===== src/logic/cavlc_consts.svh =====
`ifndef CAVLC_CONSTS_SVH
`define CAVLC_CONSTS_SVH

// Block geometry
`define BLK_COEFFS  16
`define COEFF_W     16
`define MAX_RUNS    15

// Field widths
`define CNT_W       5
`define RUN_W       4
`define CODE_W      32
`define BITS_W      6
`define AXI_ADDR_W  4
`define AXI_DATA_W  32

`define FIFO_DEPTH  4

// Register map, byte offsets
`define REG_CTRL    4'h0
`define REG_BLKCNT  4'h4
`define REG_LASTLEN 4'h8

`endif


===== src/logic/cavlcPkg.sv =====
`include "cavlc_consts.svh"

package cavlcPkg;

    // Coefficient 0 sits in the low bits
    typedef logic signed [`BLK_COEFFS-1:0][`COEFF_W-1:0] coeffBlock_t;

    // Runs are stored highest-frequency first
    typedef struct packed {
        logic [`CNT_W-1:0]                 totalCoeff;
        logic [`CNT_W-1:0]                 totalZeros;
        logic [`CNT_W-1:0]                 runCnt;
        logic [`MAX_RUNS-1:0][`RUN_W-1:0]  runs;
    } runList_t;

    typedef struct packed {
        logic [`CNT_W-1:0]   totalCoeff;
        logic [`CNT_W-1:0]   totalZeros;
        logic [`CODE_W-1:0]  code;
        logic [`BITS_W-1:0]  bits;
    } runCode_t;

    typedef struct packed {
        logic [`AXI_ADDR_W-1:0]     awaddr;
        logic                       awvalid;
        logic [`AXI_DATA_W-1:0]     wdata;
        logic [`AXI_DATA_W/8-1:0]   wstrb;
        logic                       wvalid;
        logic                       bready;
        logic [`AXI_ADDR_W-1:0]     araddr;
        logic                       arvalid;
        logic                       rready;
    } axiLiteReq_t;

    typedef struct packed {
        logic                    awready;
        logic                    wready;
        logic [1:0]              bresp;
        logic                    bvalid;
        logic                    arready;
        logic [`AXI_DATA_W-1:0]  rdata;
        logic [1:0]              rresp;
        logic                    rvalid;
    } axiLiteRsp_t;

endpackage


===== src/logic/syncFifo.sv =====
`include "cavlc_consts.svh"

module syncFifo #(
    parameter type payload_t = logic,
    parameter int  DEPTH     = `FIFO_DEPTH
) (
    input  logic     clk,
    input  logic     enc_rst,
    input  logic     wrValid,
    input  payload_t wrData,
    output logic     wrReady,
    output logic     rdValid,
    output payload_t rdData,
    input  logic     rdReady
);

    localparam int PTR_W = (DEPTH > 1) ? $clog2(DEPTH) : 1;
    localparam int CNT_W = $clog2(DEPTH + 1);

    payload_t   mem [DEPTH];
    logic [PTR_W-1:0] wrPtr;
    logic [PTR_W-1:0] rdPtr;
    logic [CNT_W-1:0] count;
    logic             doWrite;
    logic             doRead;

    assign wrReady = (count != CNT_W'(DEPTH));
    assign rdValid = (count != '0);
    assign rdData  = mem[rdPtr];

    assign doWrite = wrValid && wrReady;
    assign doRead  = rdValid && rdReady;

    always_ff @(posedge clk) begin
        if (doWrite) begin
            mem[wrPtr] <= wrData;
        end
    end

    always_ff @(posedge clk) begin
        if (enc_rst) begin
            wrPtr <= '0;
            rdPtr <= '0;
            count <= '0;
        end else begin
            if (doWrite) begin
                wrPtr <= (wrPtr == PTR_W'(DEPTH - 1)) ? '0 : wrPtr + 1'b1;
            end
            if (doRead) begin
                rdPtr <= (rdPtr == PTR_W'(DEPTH - 1)) ? '0 : rdPtr + 1'b1;
            end
            // Occupancy moves only when one side fires alone
            if (doWrite && !doRead) begin
                count <= count + 1'b1;
            end else if (doRead && !doWrite) begin
                count <= count - 1'b1;
            end
        end
    end

endmodule


===== src/logic/zeroRunScanner.sv =====
`include "cavlc_consts.svh"

module zeroRunScanner (
    input  logic                  clk,
    input  logic                  enc_rst,
    input  logic                  codeEnable,
    input  logic                  blkValid,
    input  cavlcPkg::coeffBlock_t blkData,
    output logic                  blkReady,
    output logic                  listValid,
    output cavlcPkg::runList_t    listData,
    input  logic                  listReady
);

    import cavlcPkg::*;

    runList_t scan;

    // Walk from the highest frequency down to coefficient 0
    always_comb begin
        logic              seen;
        logic [`RUN_W-1:0] zeroRun;
        logic [`RUN_W-1:0] runPos;
        scan    = '0;
        seen    = 1'b0;
        zeroRun = '0;
        runPos  = '0;
        for (int i = `BLK_COEFFS - 1; i >= 0; i--) begin
            if (blkData[i] != '0) begin
                scan.totalCoeff = scan.totalCoeff + 1'b1;
                // Gap down to this coefficient belongs to the one above
                if (seen) begin
                    scan.runs[runPos] = zeroRun;
                    runPos = runPos + 1'b1;
                end
                seen    = 1'b1;
                zeroRun = '0;
            end else if (seen) begin
                zeroRun         = zeroRun + 1'b1;
                scan.totalZeros = scan.totalZeros + 1'b1;
            end
        end
        // Run of the last coefficient is implied, never coded
        if (scan.totalCoeff != '0) begin
            scan.runCnt = scan.totalCoeff - 1'b1;
        end
    end

    assign blkReady = codeEnable && (!listValid || listReady);

    always_ff @(posedge clk) begin
        if (enc_rst) begin
            listValid <= 1'b0;
        end else if (blkValid && blkReady) begin
            listValid <= 1'b1;
        end else if (listReady) begin
            listValid <= 1'b0;
        end
    end

    always_ff @(posedge clk) begin
        if (blkValid && blkReady) begin
            listData <= scan;
        end
    end

endmodule


===== src/logic/runBeforeEncoder.sv =====
`include "cavlc_consts.svh"

module runBeforeEncoder (
    input  logic               clk,
    input  logic               enc_rst,
    input  logic               listValid,
    input  cavlcPkg::runList_t listData,
    output logic               listReady,
    output logic               resValid,
    output cavlcPkg::runCode_t resData,
    input  logic               resReady,
    output logic               blockDone
);

    import cavlcPkg::*;

    runList_t           listReg;
    logic               busy;
    logic               loadNow;
    logic               stopNow;
    logic [`CNT_W-1:0]  runIdx;
    logic [`CNT_W-1:0]  zerosLeft;
    logic [`RUN_W-1:0]  curRun;
    logic [6:0]         entry;
    logic [10:0]        cw;
    logic [3:0]         cwLen;
    logic [`CODE_W-1:0] codeReg;
    logic [`BITS_W-1:0] bitsReg;

    assign listReady = !busy && (!resValid || resReady);
    assign loadNow   = listValid && listReady;
    assign stopNow   = (zerosLeft == '0) || (runIdx == listReg.runCnt);
    assign curRun    = (runIdx < `CNT_W'(`MAX_RUNS)) ? listReg.runs[runIdx[3:0]] : '0;

    // Short table for zerosLeft up to 6, entry is {length, code}
    always_comb begin
        case ({zerosLeft[2:0], curRun})
            {3'd1, 4'd0}: entry = {4'd1, 3'b001};
            {3'd1, 4'd1}: entry = {4'd1, 3'b000};
            {3'd2, 4'd0}: entry = {4'd1, 3'b001};
            {3'd2, 4'd1}: entry = {4'd2, 3'b001};
            {3'd2, 4'd2}: entry = {4'd2, 3'b000};
            {3'd3, 4'd0}: entry = {4'd2, 3'b011};
            {3'd3, 4'd1}: entry = {4'd2, 3'b010};
            {3'd3, 4'd2}: entry = {4'd2, 3'b001};
            {3'd3, 4'd3}: entry = {4'd2, 3'b000};
            {3'd4, 4'd0}: entry = {4'd2, 3'b011};
            {3'd4, 4'd1}: entry = {4'd2, 3'b010};
            {3'd4, 4'd2}: entry = {4'd2, 3'b001};
            {3'd4, 4'd3}: entry = {4'd3, 3'b001};
            {3'd4, 4'd4}: entry = {4'd3, 3'b000};
            {3'd5, 4'd0}: entry = {4'd2, 3'b011};
            {3'd5, 4'd1}: entry = {4'd2, 3'b010};
            {3'd5, 4'd2}: entry = {4'd3, 3'b011};
            {3'd5, 4'd3}: entry = {4'd3, 3'b010};
            {3'd5, 4'd4}: entry = {4'd3, 3'b001};
            {3'd5, 4'd5}: entry = {4'd3, 3'b000};
            {3'd6, 4'd0}: entry = {4'd2, 3'b011};
            {3'd6, 4'd1}: entry = {4'd3, 3'b000};
            {3'd6, 4'd2}: entry = {4'd3, 3'b001};
            {3'd6, 4'd3}: entry = {4'd3, 3'b011};
            {3'd6, 4'd4}: entry = {4'd3, 3'b010};
            {3'd6, 4'd5}: entry = {4'd3, 3'b101};
            {3'd6, 4'd6}: entry = {4'd3, 3'b100};
            default:      entry = '0;
        endcase
    end

    always_comb begin
        if (zerosLeft > `CNT_W'(6)) begin
            // Above 6 zeros: 3-bit codes, then a unary prefix from run 7
            if (curRun <= 4'd6) begin
                cwLen = 4'd3;
                cw    = {8'b0, 3'd7 - curRun[2:0]};
            end else begin
                cwLen = curRun - 4'd3;
                cw    = 11'd1;
            end
        end else begin
            cwLen = entry[6:3];
            cw    = {8'b0, entry[2:0]};
        end
    end

    always_ff @(posedge clk) begin
        if (enc_rst) begin
            busy      <= 1'b0;
            resValid  <= 1'b0;
            blockDone <= 1'b0;
            runIdx    <= '0;
            zerosLeft <= '0;
        end else begin
            blockDone <= 1'b0;
            if (resValid && resReady) begin
                resValid <= 1'b0;
            end
            if (loadNow) begin
                busy      <= 1'b1;
                runIdx    <= '0;
                zerosLeft <= listData.totalZeros;
            end else if (busy) begin
                if (stopNow) begin
                    busy      <= 1'b0;
                    resValid  <= 1'b1;
                    blockDone <= 1'b1;
                end else begin
                    runIdx    <= runIdx + 1'b1;
                    zerosLeft <= zerosLeft - {1'b0, curRun};
                end
            end
        end
    end

    // Codewords shift in MSB-first
    always_ff @(posedge clk) begin
        if (loadNow) begin
            listReg <= listData;
            codeReg <= '0;
            bitsReg <= '0;
        end else if (busy && !stopNow) begin
            codeReg <= (codeReg << cwLen) | {{(`CODE_W - 11){1'b0}}, cw};
            bitsReg <= bitsReg + {2'b0, cwLen};
        end
    end

    assign resData.totalCoeff = listReg.totalCoeff;
    assign resData.totalZeros = listReg.totalZeros;
    assign resData.code       = codeReg;
    assign resData.bits       = bitsReg;

endmodule


===== src/logic/runCoderRegs.sv =====
`include "cavlc_consts.svh"

module runCoderRegs (
    input  logic                  clk,
    input  logic                  enc_rst,
    input  cavlcPkg::axiLiteReq_t axiReq,
    output cavlcPkg::axiLiteRsp_t axiRsp,
    input  logic                  blockDone,
    input  logic [5:0]            doneBits,
    output logic                  codeEnable
);

    logic [`AXI_DATA_W-1:0] blkCnt;
    logic [`BITS_W-1:0]     lastLen;
    logic [`AXI_DATA_W-1:0] rdataReg;
    logic                   bvalidReg;
    logic                   rvalidReg;
    logic                   wrFire;
    logic                   rdFire;

    // Write takes address and data together
    assign wrFire = axiReq.awvalid && axiReq.wvalid && !bvalidReg;
    assign rdFire = axiReq.arvalid && !rvalidReg;

    assign axiRsp.awready = wrFire;
    assign axiRsp.wready  = wrFire;
    assign axiRsp.bresp   = 2'b00;
    assign axiRsp.bvalid  = bvalidReg;
    assign axiRsp.arready = rdFire;
    assign axiRsp.rdata   = rdataReg;
    assign axiRsp.rresp   = 2'b00;
    assign axiRsp.rvalid  = rvalidReg;

    always_ff @(posedge clk) begin
        if (enc_rst) begin
            bvalidReg <= 1'b0;
            rvalidReg <= 1'b0;
        end else begin
            if (wrFire) begin
                bvalidReg <= 1'b1;
            end else if (axiReq.bready) begin
                bvalidReg <= 1'b0;
            end
            if (rdFire) begin
                rvalidReg <= 1'b1;
            end else if (axiReq.rready) begin
                rvalidReg <= 1'b0;
            end
        end
    end

    always_ff @(posedge clk) begin
        if (enc_rst) begin
            codeEnable <= 1'b0;
            blkCnt     <= '0;
            lastLen    <= '0;
        end else begin
            if (wrFire && axiReq.awaddr == `REG_CTRL && axiReq.wstrb[0]) begin
                codeEnable <= axiReq.wdata[0];
            end
            // A host clear wins over a block finishing the same cycle
            if (wrFire && axiReq.awaddr == `REG_BLKCNT) begin
                blkCnt <= '0;
            end else if (blockDone) begin
                blkCnt <= blkCnt + 1'b1;
            end
            if (blockDone) begin
                lastLen <= doneBits;
            end
        end
    end

    always_ff @(posedge clk) begin
        if (rdFire) begin
            case (axiReq.araddr)
                `REG_CTRL:    rdataReg <= {{(`AXI_DATA_W - 1){1'b0}}, codeEnable};
                `REG_BLKCNT:  rdataReg <= blkCnt;
                `REG_LASTLEN: rdataReg <= {{(`AXI_DATA_W - `BITS_W){1'b0}}, lastLen};
                default:      rdataReg <= '0;
            endcase
        end
    end

endmodule


===== src/logic/cavlcRunCoder.sv =====
`include "cavlc_consts.svh"

module cavlcRunCoder (
    input  logic                  clk,
    input  logic                  enc_rst,
    input  logic                  inValid,
    input  cavlcPkg::coeffBlock_t inData,
    output logic                  inReady,
    output logic                  outValid,
    output cavlcPkg::runCode_t    outData,
    input  logic                  outReady,
    input  cavlcPkg::axiLiteReq_t axiReq,
    output cavlcPkg::axiLiteRsp_t axiRsp
);

    import cavlcPkg::*;

    coeffBlock_t blkData;
    logic        blkValid;
    logic        blkReady;
    runList_t    listData;
    logic        listValid;
    logic        listReady;
    runCode_t    resData;
    logic        resValid;
    logic        resReady;
    logic        blockDone;
    logic        codeEnable;

    syncFifo #(
        .payload_t (coeffBlock_t),
        .DEPTH     (`FIFO_DEPTH)
    ) inFifo (
        .clk     (clk),
        .enc_rst (enc_rst),
        .wrValid (inValid),
        .wrData  (inData),
        .wrReady (inReady),
        .rdValid (blkValid),
        .rdData  (blkData),
        .rdReady (blkReady)
    );

    zeroRunScanner scanner (
        .clk        (clk),
        .enc_rst    (enc_rst),
        .codeEnable (codeEnable),
        .blkValid   (blkValid),
        .blkData    (blkData),
        .blkReady   (blkReady),
        .listValid  (listValid),
        .listData   (listData),
        .listReady  (listReady)
    );

    runBeforeEncoder encoder (
        .clk       (clk),
        .enc_rst   (enc_rst),
        .listValid (listValid),
        .listData  (listData),
        .listReady (listReady),
        .resValid  (resValid),
        .resData   (resData),
        .resReady  (resReady),
        .blockDone (blockDone)
    );

    syncFifo #(
        .payload_t (runCode_t),
        .DEPTH     (`FIFO_DEPTH)
    ) outFifo (
        .clk     (clk),
        .enc_rst (enc_rst),
        .wrValid (resValid),
        .wrData  (resData),
        .wrReady (resReady),
        .rdValid (outValid),
        .rdData  (outData),
        .rdReady (outReady)
    );

    // Bit count is final on the cycle blockDone pulses
    runCoderRegs regs (
        .clk        (clk),
        .enc_rst    (enc_rst),
        .axiReq     (axiReq),
        .axiRsp     (axiRsp),
        .blockDone  (blockDone),
        .doneBits   (resData.bits),
        .codeEnable (codeEnable)
    );

endmodule


===== config.mk =====
export PLATFORM = sky130hd
export DESIGN_NAME = cavlcRunCoder
export DESIGN_NICKNAME = d
export VERILOG_FILES = /design/src/logic/cavlcPkg.sv /design/src/logic/syncFifo.sv /design/src/logic/zeroRunScanner.sv /design/src/logic/runBeforeEncoder.sv /design/src/logic/runCoderRegs.sv /design/src/logic/cavlcRunCoder.sv
export VERILOG_INCLUDE_DIRS = /design/src /design/src/logic
export SDC_FILE = /design/constraint.sdc
export NUM_CORES = 2
export LEC_CHECK = 0
export BUFFER_PORTS_ARGS = -buffer_cell sky130_fd_sc_hd__buf_2
export CORE_AREA = 3 3 539 541
export CTS_CLUSTER_DIAMETER = 60
export DETAILED_ROUTE_END_ITERATION = 8
export DIE_AREA = 0 0 542 544
export HOLD_SLACK_MARGIN = 0.03
export MAX_ROUTING_LAYER = met4
export PLACE_DENSITY = 0.42
export SLEW_MARGIN = 20
export SYNTH_ARGS = -nofsm -noshare
export SYNTH_HDL_FRONTEND = slang
export SYNTH_SLANG_ARGS = --single-unit

===== constraint.sdc =====
create_clock -name clk -period 17 [get_ports clk]
set_input_delay 0.85 -clock clk [delete_from_list [all_inputs] [get_ports clk]]
set_output_delay 0.85 -clock clk [all_outputs]
set_load 0.05 [all_outputs]

# Word-level counts from Yosys, hierarchy flattened
# Memories as Yosys holds them, arrays and structs flattened. A register that Yosys moved wholly into a read port is not among the register bits.
# Index checks and enable logic that the tools add are counted.
# Widths: inputs -> output; s select.
# word_totals
regBits,289
mem_bits_rw,1216
mem_bits_ro,640
inputBits,309
out_inout_bits,91
elab_cells,481
memories,3
# memory_table
name,depth,word_bits,read_ports,rd_clocked_by_memory_dff,wr,line,source
inFifo.mem,4,256,1,1,1,syncFifo.sv:20,payload_t mem [DEPTH];
(no name shown),128,5,1,0,0,runBeforeEncoder.sv:37,"case ({zerosLeft[2:0], curRun})"
outFifo.mem,4,48,1,1,1,syncFifo.sv:20,
# op_classes
add_sub_neg,70
n_lt_le_gt_ge,32
n_eq_ne,11
shifts,1
muxes,226
bitwise_logic,4
reduce_logical,78
# ops
op,n
$mux 60,28
$bwmux 60,13
$mux 4,72
$reduce_bool 16->1,16
$mux 5,47
$demux 4 s4,14
$add 5x1->5 const B,29
$add 4x1->4 const B,26
$pmux 32 s3,1
$lt 4x5->1 const B,15
$and 60x60->60,1
$ge 4x1->1 const B,14
$mux 1,36
$add 32x1->32 const B,1
$logic_and 1x1->1,32
$or 32x3->32,1
$shl 32x4->32,1
$mux 3,6
$bmux 4 s4,1
$mux 2,8
$reduce_bool 2->1,6
$logic_not 1->1,10
$add 2x1->2 const B,4
$eq 2x2->1 const B,4
25 further kinds,36

# Longest topological paths before layout
# logic_depth
word_depth,50
mapped_depth,70
mapped_depth_nobuf,57

# Cells and area by module
# A second synthesis with hierarchy kept.
# unflattened
cells_unflattened,4874
hier_area_um2,71330.9
# by_module_without_submodules
module,n_inst,cells_each,area_per_inst_um2,seq_area_each_um2
syncFifo at inFifo,1,1385,37458.4,30929.7
zeroRunScanner,1,2308,16577.1,2272.2
syncFifo at outFifo,1,298,7399.6,5945.7
runBeforeEncoder,1,586,6742.7,3273.1
runCoderRegs,1,297,3153.0,1781.7

# Least setup slack after synthesis
# Ideal clock, no wire load.
# synth_path
path_kind,register to register
start,reg with a tool-made name
end,reg scanner.listData[23] (netlist name)
arrival_ns,12.630
required_ns,16.739
slack_ns,4.109
path_stages_with_launch,71
synth_period_minus_slack_ns,12.891
path_cell_list,dfxtp_1 > buf_6 > buf_6 > buf_2 > buf_2 > clkbuf_1 > clkbuf_1 > clkbuf_1 > nor4_1 > nand4_1 > or4_1 > nand3_1 > o31ai_1 > inv_1 > ha_1 > clkbuf_1 > xnor2_1 > nand2_1 > (+35 left out) > or2_2 > clkbuf_1 > inv_1 > clkbuf_1 > ha_1 > nand2_1 > o21a_1 > clkbuf_1 > inv_1 > ha_1 > and3_1 > clkbuf_1 > nand2_1 > a211oi_1 > a211oi_2 > mux2i_1 > nor2_1 > a311o_1

==> metrics.md <==
| Metric | Value |
|---|---|
| Critical Path Start Type | flop |
| Synth cell types | 120 |
| GPL Wtd Cong | 0.9138 |
| Wire per inst | 21.09 µm |
| Post-CTS Setup Repair Bufs | 0 |
| Cts hold-fix bufs | 0 |
| Mapped cell area | 0.06858 mm² |
| Longest Clk Path Bufs | 4 |
| Async set or reset register ratio after synthesis | 0% |
| Final Max Tran Viols | 0 |
| Most common flop cell mapped by yosys | edfxtp_1 |
| Family with the most delay on the worst path | simple AND/OR/NAND/NOR gates |
| Worst Hold Slack | 0.2058 ns |
| Pwr Density | 106.9 mW/mm² |
| Layout cell share with drive strength beyond 1 | 16.52% |
| First-pass GRT wire length | 297.5 mm |
| RSZ-0062 raised after global routing | false |
| Reg power frac | 50.2% |
| Clk_lat worst skew | 0.86 ns |
| Max Cap Viol | 0 |
| Synth area leader | edfxtp_1 |
| Ys Warns | 0 |
| Syn Inst Count | 5157 |
| Buffers & Inverters on Critical Path | 9 |
| Compound-Gate Fraction of Synth Area | 8.573% |
| Mapped Avg Cell Area | 13.30 µm² |
| Hpwl dp | 145.9 mm |
| Area Overhead vs Synth | 18.01% |
| DRC | 0 |
| Post-Route M1 WL | 91.18 mm |
| H-tree Lvls | 4 |
| Die H | 544 µm |
| Post-route antenna net violation count | 0 |
| TritonCTS Buffers | 176 |
| Critical Path RT | 17.55 ns |
| Status | finished clean |
| Synth top area share | 61.21% |
| Adder and majority cell fraction of the synthesized area | 2.353% |
| Worst Skew | 0.09404 ns |
| Die Span X | 542 µm |
| Grt total ovfl | 0 |
| Post-cts resize count | 0 |
| Max Clock Freq | 64.79 MHz |
| Worst path max stage delay | 0.60 ns |
| Min Tclk post-route | 15.43 ns |
| Leading post-synthesis cells by cell area | edfxtp_1 61%, mux2i_1 3.8%, dfxtp_1 3.2% |
| CTS tree | built |
| Leak Pwr | 0.02655 µW |
| Count leader, synth | edfxtp_1 |
| Largest family of logic cells by synthesized area | simple AND/OR/NAND/NOR gates |
| Slowest CP cell | a21oi_4 |
| Post-Synth XOR/XNOR Area | 2.988% |
| Port Buffer Count | 361 |
| Clock-pin slew on the worst setup and hold paths | 0.06 ns |
| Full die area | 0.2948 mm² |
| DR WL met3 | 12.79 mm |
| Clock Power Share | 42.8% |
| P_sw | 2008 µW |
| Core box area | 0.2855 mm² |
| Crit path max fanout | 27 |
| Mux cell area share after synthesis | 6.862% |
| Post-synth EDFFs | 1398 |
| Max layer used | met4 |
| Drt pass-1 iters | 6 |
| Min-delay worst type | input port to flop |
| Flop and latch count out of synthesis | 1509 |
| Rows | 196 |
| Initial Util | 24.03% |
| Largest net degree at the start of global routing | 143 |
| Sink Count | 1509 |
| I/O pins | 400 |
| Vias in the first global route | 45.48k |
| Via count | 44.77k |
| VDD IR max | 0.00009019 V |
| Fin Setup TNS | 0 ns |
| Detailed router's first-iteration violation count | 3641 |
| Max-slew headroom | 22.24% |
| Synth top cells by count | 1398 x edfxtp_1, 416 x nand2_1, 416 x nor2_1 |
| Comb pwr share | 7.1% |
| Worst-Margin Slew | 1.154 ns |
| Period utilization | 90.79% |
| Setup violators final | 0 |
| DR vias/cell | 4.694 |
| Critical path type | flop to flop |
| Tot GR Track Use | 13.60% |
| Final nets | 6013 |
| Total Wirelength | 201.1 mm |
| DR WL met2 | 91.52 mm |
| Net Sw Frac | 23.22% |
| Crit path DAT | 15.99 ns |
| Hold Fails Final Rpt | 0 |
| CP Capture Type | flop |
| CTS Root Cell | clkbuf_16 |
| Synth Area in Simple Gates | 12.87% |
| Initial antenna violation count | 59 |
| Internal power | 6640 µW |
| Post-synthesis sequential area ratio | 64.45% |
[registers in the layout, summed over array words and instances (netlist names), 5 cells and up, named ones only]
signal and flops:
encoder.bitsReg 6, encoder.codeReg 32, encoder.listReg 65, encoder.resData 10, encoder.runIdx 5, encoder.zerosLeft 5
inFifo.mem 1024, outFifo.mem 192, regs.blkCnt 32, regs.lastLen 6, regs.rdataReg 32, scanner.listData 75
[kinds of logic (layout without fill, tap and decap cells)]
logic type	after synthesis	in the layout
AND/OR/NAND/NOR	1757	1757
flip-flops	1509	1509
AO/OA/AOI/OAI	870	870
multiplexers	383	383
buffers and inverters	316	876
XOR/XNOR	195	195
adder cells (fa/ha/maj)	126	126
other	1	58
[worst register-to-register path: cells and delay by family (launching register included)]
kind	cells	cell delay (ns)
fa+ha+maj	11	4.16
buf+inv	9	2.46
simple gates	20	4.22
compound gates	14	3.75
flops	1	0.45
mux	1	0.19
[cell type report]
class | count | area [µm²]
Clock inverter | 99 | 1097
Inverter | 101 | 381.6
Tap cell | 3762 | 4707
Antenna cell | 54 | 135.1
Fill cell | 29230 | 204500
Clock buffer | 221 | 4624
Sequential cell | 1509 | 44210
Multi-Input combinational cell | 3335 | 23250
Timing Repair Buffer | 455 | 2529
[final timing paths]
kind                        startpoint              endpoint  slack (ns)  cells past startpoint
hold reg to reg   scanner.listData[48]   encoder.listReg[48]        0.41                      0
setup / recovery                  flop  scanner.listData[23]        1.57                     55
setup reg to reg                  flop  scanner.listData[23]        1.57                     55
hold / removal              inData[91]     inFifo.mem[2][91]        0.21                      1
[metrics by stage]
stage | std cells | util, % | area (µm²) | worst slack [ns] | power, µW
final | 9536 | 28.35 | 80940 | 1.566 | 8648
after global routing | 9533 | 28.35 | 80930 | 0.4937 | 9018
after CTS | 9482 | 28.30 | 80780 | 1.662 | 8809
after detailed placement | 9162 | 26.30 | 75060 | 1.661 | 5047
after global placement | 9162 | 26.29 | 75060 | 1.840 | 5033
after floorplan | 5160 | - | 68590 | 4.109 | 4851
[per-layer routing]
layer / global-route usage (%) / up-vias
met4: 4.045 / 0
met2: 21.08 / 1209
met3: 3.003 / 330
met1: 17.81 / 22209
li1: - / 21017
met5: - / -
[power by group through the flow]
stage                     combinational (µW)  sequential, µW  clock [µW]
after floorplan                          398            4450           0
after global placement                   621            4410           0
after detailed placement                 628            4420           0
after CTS                                629            4340        3840
after global routing                     665            4360        4000
final                                    610            4340        3700
[layout by cell type, fill, tap and decap left out, drive strengths merged, types with 91 or more instances in the layout]
master	n
a21oi	174
buf	455
clkbuf	221
dfxtp	111
edfxtp	1398
ha	121
inv	109
mux2i	264
nand2	417
nand3	174
nand4	91
nor2	421
nor3	144
nor4	239
o21ai	187
xnor2	124
Power figures use the tool's default switching activity.
